<file path="src/include/xm_consts.svh">
// ~~~~~~~~~~~~~~~~~~~~~~~~~~~~~~~~~~~~~~~
// host register block constants
//  - word, byte and register number widths
//  - number of implemented registers
// ~~~~~~~~~~~~~~~~~~~~~~~~~~~~~~~~~~~~~~~

`ifndef XM_CONSTS_SVH
`define XM_CONSTS_SVH

// register and video memory word
`define XM_WORD_W       16

// host bus byte lane
`define XM_BYTE_W       8

`define XM_REG_NUM_W    4               // register space is 16 entries
`define XM_REG_COUNT    8               // numbers 8..15 read as zero

`endif

</file>
<file path="src/xm_pkg.sv">
// ~~~~~~~~~~~~~~~~~~~~~~~~~~~~~~~~~~~~~~~
// shared types of the host register block
//  - word, address and byte vectors
//  - register numbers and FSM states
//  - bus, command, memory and readback structs
// ~~~~~~~~~~~~~~~~~~~~~~~~~~~~~~~~~~~~~~~

`default_nettype none

`include "xm_consts.svh"

package xm_pkg;

    typedef logic [`XM_WORD_W-1:0] word_t;      // register / memory word
    typedef logic [`XM_WORD_W-1:0] addr_t;      // video memory or XR address
    typedef logic [`XM_BYTE_W-1:0] byte_t;      // host bus byte

    // register numbers, codes 8..15 left unnamed
    typedef enum logic [`XM_REG_NUM_W-1:0] {
        XM_XR_ADDR = 4'h0,
        XM_XR_DATA = 4'h1,
        XM_RD_INCR = 4'h2,
        XM_RD_ADDR = 4'h3,
        XM_WR_INCR = 4'h4,
        XM_WR_ADDR = 4'h5,
        XM_DATA    = 4'h6,
        XM_DATA_2  = 4'h7
    } xm_reg_e;

    typedef enum logic [1:0] {
        EXEC_IDLE,                              // ready for a command
        EXEC_REQ,                               // building memory request
        EXEC_WAIT                               // request out, waiting for response
    } exec_state_e;

    typedef enum logic [1:0] {
        CMD_NONE,
        CMD_WRITE,                              // full word written to a register
        CMD_PREFETCH                            // odd byte of DATA was read
    } cmd_kind_e;

    typedef struct packed {
        logic                     rd_nwr;       // 1 = read
        logic [`XM_REG_NUM_W-1:0] reg_num;
        logic                     bytesel;      // 1 = odd (low) byte
        byte_t                    data;
    } bus_txn_t;

    typedef struct packed {
        cmd_kind_e                kind;
        logic [`XM_REG_NUM_W-1:0] reg_num;
        word_t                    word;
    } xm_cmd_t;

    typedef struct packed {
        logic  xr_sel;                          // 1 = XR bus, 0 = video memory
        logic  wr;
        addr_t addr;
        word_t data;
    } mem_req_t;

    typedef struct packed {
        word_t data;
    } mem_rsp_t;

    typedef struct packed {
        logic  xr_sel;
        word_t data;
    } xm_done_t;

    typedef struct packed {
        addr_t xr_addr;
        word_t rd_incr;
        addr_t rd_addr;
        word_t wr_incr;
        addr_t wr_addr;
    } xm_regs_t;

endpackage

`default_nettype wire

</file>
<file path="src/xm_bus_decode.sv">
// ~~~~~~~~~~~~~~~~~~~~~~~~~~~~~~~~~~~~~~~
// host bus byte decoder
//  - pairs even and odd byte writes into words
//  - prefetch command on odd DATA read
//  - forwards reads, drives bus back-pressure
// ~~~~~~~~~~~~~~~~~~~~~~~~~~~~~~~~~~~~~~~

`default_nettype none

`include "xm_consts.svh"

module xm_bus_decode
    import xm_pkg::*;
(
    input  wire logic     clk,
    input  wire logic     reset_i,
    input  wire logic     bus_valid_i,
    input  wire bus_txn_t bus_txn_i,
    output      logic     bus_ready_o,
    input  wire logic     exec_busy_i,
    output      xm_cmd_t  cmd_o,
    output      logic     cmd_valid_o,
    input  wire logic     cmd_ready_i,
    output      bus_txn_t rd_txn_o,
    output      logic     rd_valid_o
);

byte_t   even_q;                                // even byte awaiting its odd partner
logic    accept;
logic    reg_used;                              // register number below 8
xm_cmd_t cmd_next;

assign bus_ready_o = !cmd_valid_o && !exec_busy_i;
assign accept      = bus_valid_i && bus_ready_o;
assign reg_used    = (bus_txn_i.reg_num < `XM_REG_COUNT);

always_comb begin
    cmd_next.kind    = CMD_NONE;
    cmd_next.reg_num = bus_txn_i.reg_num;
    cmd_next.word    = {even_q, bus_txn_i.data};    // even byte is the high byte
    if (bus_txn_i.bytesel && reg_used) begin
        if (!bus_txn_i.rd_nwr) begin
            cmd_next.kind = CMD_WRITE;
        end else if (bus_txn_i.reg_num == XM_DATA || bus_txn_i.reg_num == XM_DATA_2) begin
            cmd_next.kind = CMD_PREFETCH;           // fetch next word behind the read
        end
    end
end

always_ff @(posedge clk) begin
    if (reset_i) begin
        cmd_valid_o <= 1'b0;
        rd_valid_o  <= 1'b0;
        even_q      <= '0;
    end else begin
        rd_valid_o <= accept && bus_txn_i.rd_nwr;
        if (accept && cmd_next.kind != CMD_NONE) begin
            cmd_valid_o <= 1'b1;
        end else if (cmd_ready_i) begin
            cmd_valid_o <= 1'b0;                    // taken by execute
        end
        if (accept && !bus_txn_i.rd_nwr && !bus_txn_i.bytesel && reg_used) begin
            even_q <= bus_txn_i.data;
        end
    end
end

// ready is low while a command is pending, so these stay stable
always_ff @(posedge clk) begin
    if (accept) begin
        cmd_o    <= cmd_next;
        rd_txn_o <= bus_txn_i;
    end
end

endmodule

`default_nettype wire

</file>
<file path="src/xm_reg_execute.sv">
// ~~~~~~~~~~~~~~~~~~~~~~~~~~~~~~~~~~~~~~~
// register execute stage
//  - XR_ADDR, RD_INCR, RD_ADDR, WR_INCR, WR_ADDR
//  - one memory request in flight at a time
//  - address increments on completion
//  - read data handed to the result stage
// ~~~~~~~~~~~~~~~~~~~~~~~~~~~~~~~~~~~~~~~

`default_nettype none

`include "xm_consts.svh"

module xm_reg_execute
    import xm_pkg::*;
(
    input  wire logic     clk,
    input  wire logic     reset_i,
    input  wire xm_cmd_t  cmd_i,
    input  wire logic     cmd_valid_i,
    output      logic     cmd_ready_o,
    output      logic     busy_o,
    output      mem_req_t mem_req_o,
    output      logic     mem_req_valid_o,
    input  wire logic     mem_req_ready_i,
    input  wire mem_rsp_t mem_rsp_i,
    input  wire logic     mem_rsp_valid_i,
    output      xm_done_t done_o,
    output      logic     done_valid_o,
    output      xm_regs_t regs_o
);

exec_state_e state_q;
xm_cmd_t     pend_q;                            // command being executed
addr_t       xr_addr_q;
word_t       rd_incr_q;
addr_t       rd_addr_q;
word_t       wr_incr_q;
addr_t       wr_addr_q;
logic        cmd_take;
logic        cmd_mem;                           // command needs a memory access
mem_req_t    req_next;

assign cmd_ready_o = (state_q == EXEC_IDLE);
assign busy_o      = (state_q != EXEC_IDLE);
assign cmd_take    = cmd_valid_i && cmd_ready_o;

assign regs_o.xr_addr = xr_addr_q;
assign regs_o.rd_incr = rd_incr_q;
assign regs_o.rd_addr = rd_addr_q;
assign regs_o.wr_incr = wr_incr_q;
assign regs_o.wr_addr = wr_addr_q;

always_comb begin
    cmd_mem = (cmd_i.kind == CMD_PREFETCH) ||
              (cmd_i.kind == CMD_WRITE &&
               cmd_i.reg_num inside {XM_XR_ADDR, XM_XR_DATA, XM_RD_ADDR, XM_DATA, XM_DATA_2});
end

// request built from the registers as updated by the command
always_comb begin
    req_next.xr_sel = 1'b0;
    req_next.wr     = 1'b0;
    req_next.addr   = rd_addr_q;                // RD_ADDR write and prefetch read here
    req_next.data   = pend_q.word;
    if (pend_q.kind == CMD_WRITE) begin
        case (pend_q.reg_num)
            XM_XR_ADDR: begin
                req_next.xr_sel = 1'b1;         // XR read into XR_DATA
                req_next.addr   = xr_addr_q;
            end
            XM_XR_DATA: begin
                req_next.xr_sel = 1'b1;
                req_next.wr     = 1'b1;
                req_next.addr   = xr_addr_q;
            end
            XM_DATA, XM_DATA_2: begin
                req_next.wr     = 1'b1;
                req_next.addr   = wr_addr_q;
            end
            default: begin
            end
        endcase
    end
end

always_ff @(posedge clk) begin
    if (reset_i) begin
        state_q         <= EXEC_IDLE;
        mem_req_valid_o <= 1'b0;
        done_valid_o    <= 1'b0;
        xr_addr_q       <= '0;
        rd_incr_q       <= '0;
        rd_addr_q       <= '0;
        wr_incr_q       <= '0;
        wr_addr_q       <= '0;
    end else begin
        done_valid_o <= 1'b0;
        case (state_q)
            EXEC_IDLE: begin
                if (cmd_take) begin
                    if (cmd_i.kind == CMD_WRITE) begin
                        case (cmd_i.reg_num)
                            XM_XR_ADDR: xr_addr_q <= cmd_i.word;
                            XM_RD_INCR: rd_incr_q <= cmd_i.word;
                            XM_RD_ADDR: rd_addr_q <= cmd_i.word;
                            XM_WR_INCR: wr_incr_q <= cmd_i.word;
                            XM_WR_ADDR: wr_addr_q <= cmd_i.word;
                            default: begin
                            end
                        endcase
                    end
                    if (cmd_mem) begin
                        state_q <= EXEC_REQ;
                    end
                end
            end
            EXEC_REQ: begin
                mem_req_valid_o <= 1'b1;
                state_q         <= EXEC_WAIT;
            end
            EXEC_WAIT: begin
                if (mem_req_ready_i) begin
                    mem_req_valid_o <= 1'b0;    // accepted by memory
                end
                if (mem_rsp_valid_i) begin
                    mem_req_valid_o <= 1'b0;
                    done_valid_o    <= !mem_req_o.wr;
                    state_q         <= EXEC_IDLE;
                    if (mem_req_o.wr) begin
                        if (mem_req_o.xr_sel) begin
                            xr_addr_q <= xr_addr_q + 1'b1;
                        end else begin
                            wr_addr_q <= wr_addr_q + wr_incr_q;
                        end
                    end else if (!mem_req_o.xr_sel) begin
                        rd_addr_q <= rd_addr_q + rd_incr_q;     // XR reads do not step
                    end
                end
            end
            default: state_q <= EXEC_IDLE;
        endcase
    end
end

always_ff @(posedge clk) begin
    if (cmd_take) begin
        pend_q <= cmd_i;
    end
    if (state_q == EXEC_REQ) begin
        mem_req_o <= req_next;                  // held until the response
    end
    if (state_q == EXEC_WAIT && mem_rsp_valid_i) begin
        done_o.xr_sel <= mem_req_o.xr_sel;
        done_o.data   <= mem_rsp_i.data;
    end
end

endmodule

`default_nettype wire

</file>
<file path="src/xm_read_result.sv">
// ~~~~~~~~~~~~~~~~~~~~~~~~~~~~~~~~~~~~~~~
// read result stage
//  - DATA and XR_DATA read words
//  - register and byte select for bus reads
// ~~~~~~~~~~~~~~~~~~~~~~~~~~~~~~~~~~~~~~~

`default_nettype none

`include "xm_consts.svh"

module xm_read_result
    import xm_pkg::*;
(
    input  wire logic     clk,
    input  wire logic     reset_i,
    input  wire bus_txn_t rd_txn_i,
    input  wire logic     rd_valid_i,
    input  wire xm_done_t done_i,
    input  wire logic     done_valid_i,
    input  wire xm_regs_t regs_i,
    output      byte_t    bus_rdata_o,
    output      logic     bus_rvalid_o
);

word_t data_q;                                  // last video memory read
word_t xr_data_q;                               // last XR bus read
word_t sel_word;

always_ff @(posedge clk) begin
    if (reset_i) begin
        data_q    <= '0;
        xr_data_q <= '0;
    end else if (done_valid_i) begin
        if (done_i.xr_sel) begin
            xr_data_q <= done_i.data;
        end else begin
            data_q <= done_i.data;
        end
    end
end

always_comb begin
    case (rd_txn_i.reg_num)
        XM_XR_ADDR:         sel_word = regs_i.xr_addr;
        XM_XR_DATA:         sel_word = xr_data_q;
        XM_RD_INCR:         sel_word = regs_i.rd_incr;
        XM_RD_ADDR:         sel_word = regs_i.rd_addr;
        XM_WR_INCR:         sel_word = regs_i.wr_incr;
        XM_WR_ADDR:         sel_word = regs_i.wr_addr;
        XM_DATA, XM_DATA_2: sel_word = data_q;
        default:            sel_word = '0;      // unused numbers 8..15
    endcase
end

// even byte carries the high half
assign bus_rdata_o  = rd_txn_i.bytesel ? sel_word[`XM_BYTE_W-1:0]
                                       : sel_word[`XM_WORD_W-1 -: `XM_BYTE_W];
assign bus_rvalid_o = rd_valid_i;               // decode marks reads only

endmodule

`default_nettype wire

</file>
<file path="src/xm_top.sv">
// ~~~~~~~~~~~~~~~~~~~~~~~~~~~~~~~~~~~~~~~
// host register block top level
//  - bus decode, register execute, read result
// ~~~~~~~~~~~~~~~~~~~~~~~~~~~~~~~~~~~~~~~

`default_nettype none

`include "xm_consts.svh"

module xm_top
    import xm_pkg::*;
(
    input  wire logic     clk,
    input  wire logic     reset_i,
    input  wire logic     bus_valid_i,
    input  wire bus_txn_t bus_txn_i,
    output      logic     bus_ready_o,
    output      byte_t    bus_rdata_o,
    output      logic     bus_rvalid_o,
    output      mem_req_t mem_req_o,
    output      logic     mem_req_valid_o,
    input  wire logic     mem_req_ready_i,
    input  wire mem_rsp_t mem_rsp_i,
    input  wire logic     mem_rsp_valid_i
);

xm_cmd_t  cmd;
logic     cmd_valid;
logic     cmd_ready;
logic     exec_busy;                            // execute not idle
bus_txn_t rd_txn;
logic     rd_valid;
xm_done_t done;
logic     done_valid;
xm_regs_t regs;

xm_bus_decode u_decode (
    .clk         (clk),
    .reset_i     (reset_i),
    .bus_valid_i (bus_valid_i),
    .bus_txn_i   (bus_txn_i),
    .bus_ready_o (bus_ready_o),
    .exec_busy_i (exec_busy),
    .cmd_o       (cmd),
    .cmd_valid_o (cmd_valid),
    .cmd_ready_i (cmd_ready),
    .rd_txn_o    (rd_txn),
    .rd_valid_o  (rd_valid)
);

xm_reg_execute u_execute (
    .clk             (clk),
    .reset_i         (reset_i),
    .cmd_i           (cmd),
    .cmd_valid_i     (cmd_valid),
    .cmd_ready_o     (cmd_ready),
    .busy_o          (exec_busy),
    .mem_req_o       (mem_req_o),
    .mem_req_valid_o (mem_req_valid_o),
    .mem_req_ready_i (mem_req_ready_i),
    .mem_rsp_i       (mem_rsp_i),
    .mem_rsp_valid_i (mem_rsp_valid_i),
    .done_o          (done),
    .done_valid_o    (done_valid),
    .regs_o          (regs)
);

xm_read_result u_result (
    .clk          (clk),
    .reset_i      (reset_i),
    .rd_txn_i     (rd_txn),
    .rd_valid_i   (rd_valid),
    .done_i       (done),
    .done_valid_i (done_valid),
    .regs_i       (regs),
    .bus_rdata_o  (bus_rdata_o),
    .bus_rvalid_o (bus_rvalid_o)
);

endmodule

`default_nettype wire

</file>
<file path="config.mk">
export PLATFORM = sky130hd
export DESIGN_NAME = xm_top
export DESIGN_NICKNAME = d
export VERILOG_FILES = /design/src/xm_pkg.sv /design/src/xm_bus_decode.sv /design/src/xm_reg_execute.sv /design/src/xm_read_result.sv /design/src/xm_top.sv
export VERILOG_INCLUDE_DIRS = /design/src /design/src/include
export SDC_FILE = /design/constraint.sdc
export NUM_CORES = 1
export LEC_CHECK = 0
export BUFFER_PORTS_ARGS = -buffer_cell sky130_fd_sc_hd__buf_4
export CAP_MARGIN = 20
export CORE_UTILIZATION = 42
export DETAILED_ROUTE_END_ITERATION = 10
export PLACE_DENSITY = 0.62
export SYNTH_ARGS = -nofsm -noshare
export SYNTH_HDL_FRONTEND = slang
export SYNTH_HIERARCHICAL = 1
export SYNTH_SLANG_ARGS = --single-unit
</file>
<file path="constraint.sdc">
create_clock -name clk -period 3.2 [get_ports clk]
set_input_delay 0 -clock clk [delete_from_list [all_inputs] [get_ports clk]]
set_output_delay 0 -clock clk [all_outputs]
set_load 0.03 [all_outputs]
</file>
==> results.txt <==
- Drt first pass iters: 5
* Critical path data arrival time: around 2900 ps
- Clock Skew: 7.14 ps
* Run status: finished, final reports clean
- In this run the critical register-to-register path is captured at u_execute/rd_addr_q[12]$_SDFFE_PP0P_.
- Peak Freq: 0.347 GHz
* Detailed-route DRC error count: 0
* Fraction of the cycle the final worst path needs: 0.900
- Counting the buffers created by CTS gives 25.
- Global routing finished with a remaining overflow of 0.
- Antenna violations before repair: 0
- The worst setup path is captured at an output port.
- Type of the tightest min-delay check: input port to flip-flop
- Count of input and output buffers: 79
- Setup repair after global routing left no endpoint under its margin.
* Total number of placement rows: 58
- Gr usage total: 0.259
- The via count of the first global-routing pass came to between 8000 and 9000.
- The first global-routing pass estimated 52400 um of wire.
- Vias after detailed routing: 9538
* Launch instance of the worst min-delay path: reset_i
- Count of warnings emitted by yosys: 6
* Data required time at the worst endpoint: 3200 ps
- In the final layout, the share of cells above drive strength 1 is 0.137.
- For met3 alone, demand over resource in global routing was 0.0374.
- At the pin with the least slew margin, the transition time is 1030 ps.
- The cell count after synthesis came out at 1159.
- Each instance of the synthesized netlist takes up on average 9.50 um2.
- For this block, the initial DRC count from the detailed router was between 900 and 1000.
- The routed design has 34600 um of wire.
- The worst-case IR drop observed on VDD is 0.567 mV.
- Leakage power summed over all cells: approximately 4.8 nW
- The floorplan step set the die height to 164 um.
- The congestion estimate from routability-driven global placement came to 0.930.
- Die area: 26900 um2
* Per-cell routed wire length: 21.7 um
* H-tree Lvls: 1
- From synthesis to final layout, the design area changed by 18.1%.
- Class of the most critical setup path: flip-flop to output port
- Once detail routing completed, the nets flagged for antenna violations numbered 0.
- Buffer cell driving the clock tree root: clkbuf_16
- Largest net degree at the start of global routing: 84
- Setup violations remaining at the end of the flow were counted as 0.
- The tightest hold path in the finished design has a slack of 70.4 ps.
* I/O pin cnt: 80
- In this run the worst path has a maximum fanout of 14.
* Post-synth design cell area: roughly 11000 um2
- The startpoint identified for the worst register-to-register timing path is u_execute/rd_addr_q[0]$_SDFFE_PP0P_.
* Placeable Area: 25500 um2
- Reported max-cap violation count: 0
- Clk pin slew, worst setup/hold paths: 60 ps
- The longest clock path from root to sink contains 3 buffers.
- Setup TNS Final: 0 ps
- After legalization and detailed placement, the total HPWL measured 24300 um.
- The final-report max-slew violation count came to 0.
- Met1 Track Usage GR: 0.371
* Per-cell via count in the routed design: 5.97
- The number of cells on the worst reg-to-reg path is 8.
- # nets final: 1316
- For met2 alone, demand over resource in global routing was 0.397.
- At the end of the flow the core is filled with cells to 0.511.
- Number of instances on the worst hold path: 3
* Final Hold Vio Count: 0
- Clock tree from TritonCTS: done
- Tracing the worst setup path back leads to its startpoint at u_decode/rd_txn_o[10]$_DFFE_PP_.
* Initial core utilization: 0.432
- The number of nets in the synthesized netlist is 1227.
* Tot Pwr: 0.00625 W
- Routing layer with the top usage in global route: met2
- Slew headroom: 0.311
- The worst setup path is launched from a flip-flop.
- R2R Setup Slk: 580 ps
* Die span in x: 164 um
- Dividing total power by cell area gives a power density of ~480 nW/um2.
- Clock Latency Late Sink: 530 ps
* Final min period: 2880 ps
- For this design, the sink count on the clock tree is 222.
- Min-Delay Endpoint: u_execute/xr_addr_q[4]$_SDFFE_PP0P_
==> what timing repair did <==
item / 4_1_cts / 5_1_grt
resized for setup: 0 / 0
endpoints found under the hold margin: 44 / 0
buffers inserted: 0 / 0
hold buffers: 33 / 0
setup endpoints to repair: 0 / 0
==> worst max-delay path by stage <==
| stage | end | slack (ps) | cells past startpoint |
|---|---|---|---|
| after floorplan | u_execute/mem_req_o[0]$_DFFE_PP_ | 720 | 2 |
| after global placement | u_execute/rd_addr_q[12]$_SDFFE_PP0P_ | 590 | 8 |
| after detailed placement | u_execute/rd_addr_q[12]$_SDFFE_PP0P_ | 610 | 8 |
| after CTS | bus_rdata_o[1] | 380 | 5 |
| after global routing | bus_rdata_o[1] | 320 | 5 |
| final | bus_rdata_o[1] | 320 | 5 |
==> cells in the final DEF, fill, tap and decap left out, types with 6 or more instances in the layout <==
| master | count |
|---|---|
| a2111oi_0 | 7 |
| a211oi_1 | 21 |
| a21o_1 | 16 |
| a21oi_1 | 115 |
| a22o_1 | 6 |
| a22oi_1 | 32 |
| a31oi_1 | 22 |
| and2_1 | 10 |
| and3_1 | 8 |
| buf_4 | 100 |
| clkbuf_16 | 25 |
| clkinv_2 | 6 |
| dfxtp_1 | 126 |
| dlygate4sd3_1 | 33 |
| edfxtp_1 | 96 |
| ha_1 | 31 |
| inv_1 | 10 |
| mux2i_1 | 33 |
| nand2_1 | 215 |
| nand2b_1 | 23 |
| nand3_1 | 19 |
| nor2_1 | 67 |
| nor2b_1 | 7 |
| nor3_1 | 19 |
| nor3b_1 | 6 |
| o211ai_1 | 9 |
| o21a_1 | 7 |
| o21ai_0 | 57 |
| o22ai_1 | 6 |
| xnor2_1 | 16 |
| xor2_1 | 6 |
==> per-stage QoR <==
stage / setup WS (ps) / area [um2] / instances
detailed placement: 614 / 11900 / 1518
global route: 319 / 13000 / 1597
global placement: 594 / 11900 / 1518
CTS: 377 / 13000 / 1597
finish: 320 / 13000 / 1598
floorplan: 724 / 11000 / 1159
==> sequential cells by signal (all words and copies together), names as in the netlist <==
signal                     flops
u_execute/rd_addr_q           16
u_execute/mem_req_valid_o      1
u_execute/done_o              17
u_execute/done_valid_o         1
u_execute/wr_incr_q           16
u_decode/rd_txn_o              5
u_decode/even_q                8
u_execute/xr_addr_q           16
u_result/xr_data_q            16
u_decode/cmd_valid_o           1
u_execute/state_q              2
u_execute/rd_incr_q           16
u_execute/pend_q              22
u_execute/mem_req_o           34
u_decode/rd_valid_o            1
u_result/data_q               16
u_decode/cmd_o                18
u_execute/wr_addr_q           16
==> layout make-up <==
type	instances	area, um2
diodes	1	2.50
clock buffers	28	637
clock inverters	18	188
fillers	2345	12500
inverters	11	41.3
multi-input cells	854	5230
flip-flops and latches	222	5410
well taps	330	413
repair buffers	134	1100
==> routing by layer <==
| layer | part of all wire | up-vias |
|---|---|---|
| li1 | - | 4439 |
| met1 | 0.44 | 4607 |
| met2 | 0.45 | 416 |
| met3 | 0.078 | 76 |
| met4 | 0.034 | 0 |
| met5 | 0 | - |
==> power breakdown <==
part	leakage [nW]	internal [W]	switching, W	total (W)
Sequential	1.91	0.00298	0.0000584	0.00304
Combinational	2.46	0.000128	0.000184	0.000312
Clock	0.393	0.00169	0.00121	0.00289
==> critical path, cell delays in order (launching register included) <==
cell,delay (ps)
edfxtp_1,570
or3b_1,670
nor2_1,130
a2111oi_0,630
nor3_1,150
buf_4,210
Note: power is estimated with default switching activity, not from simulation.
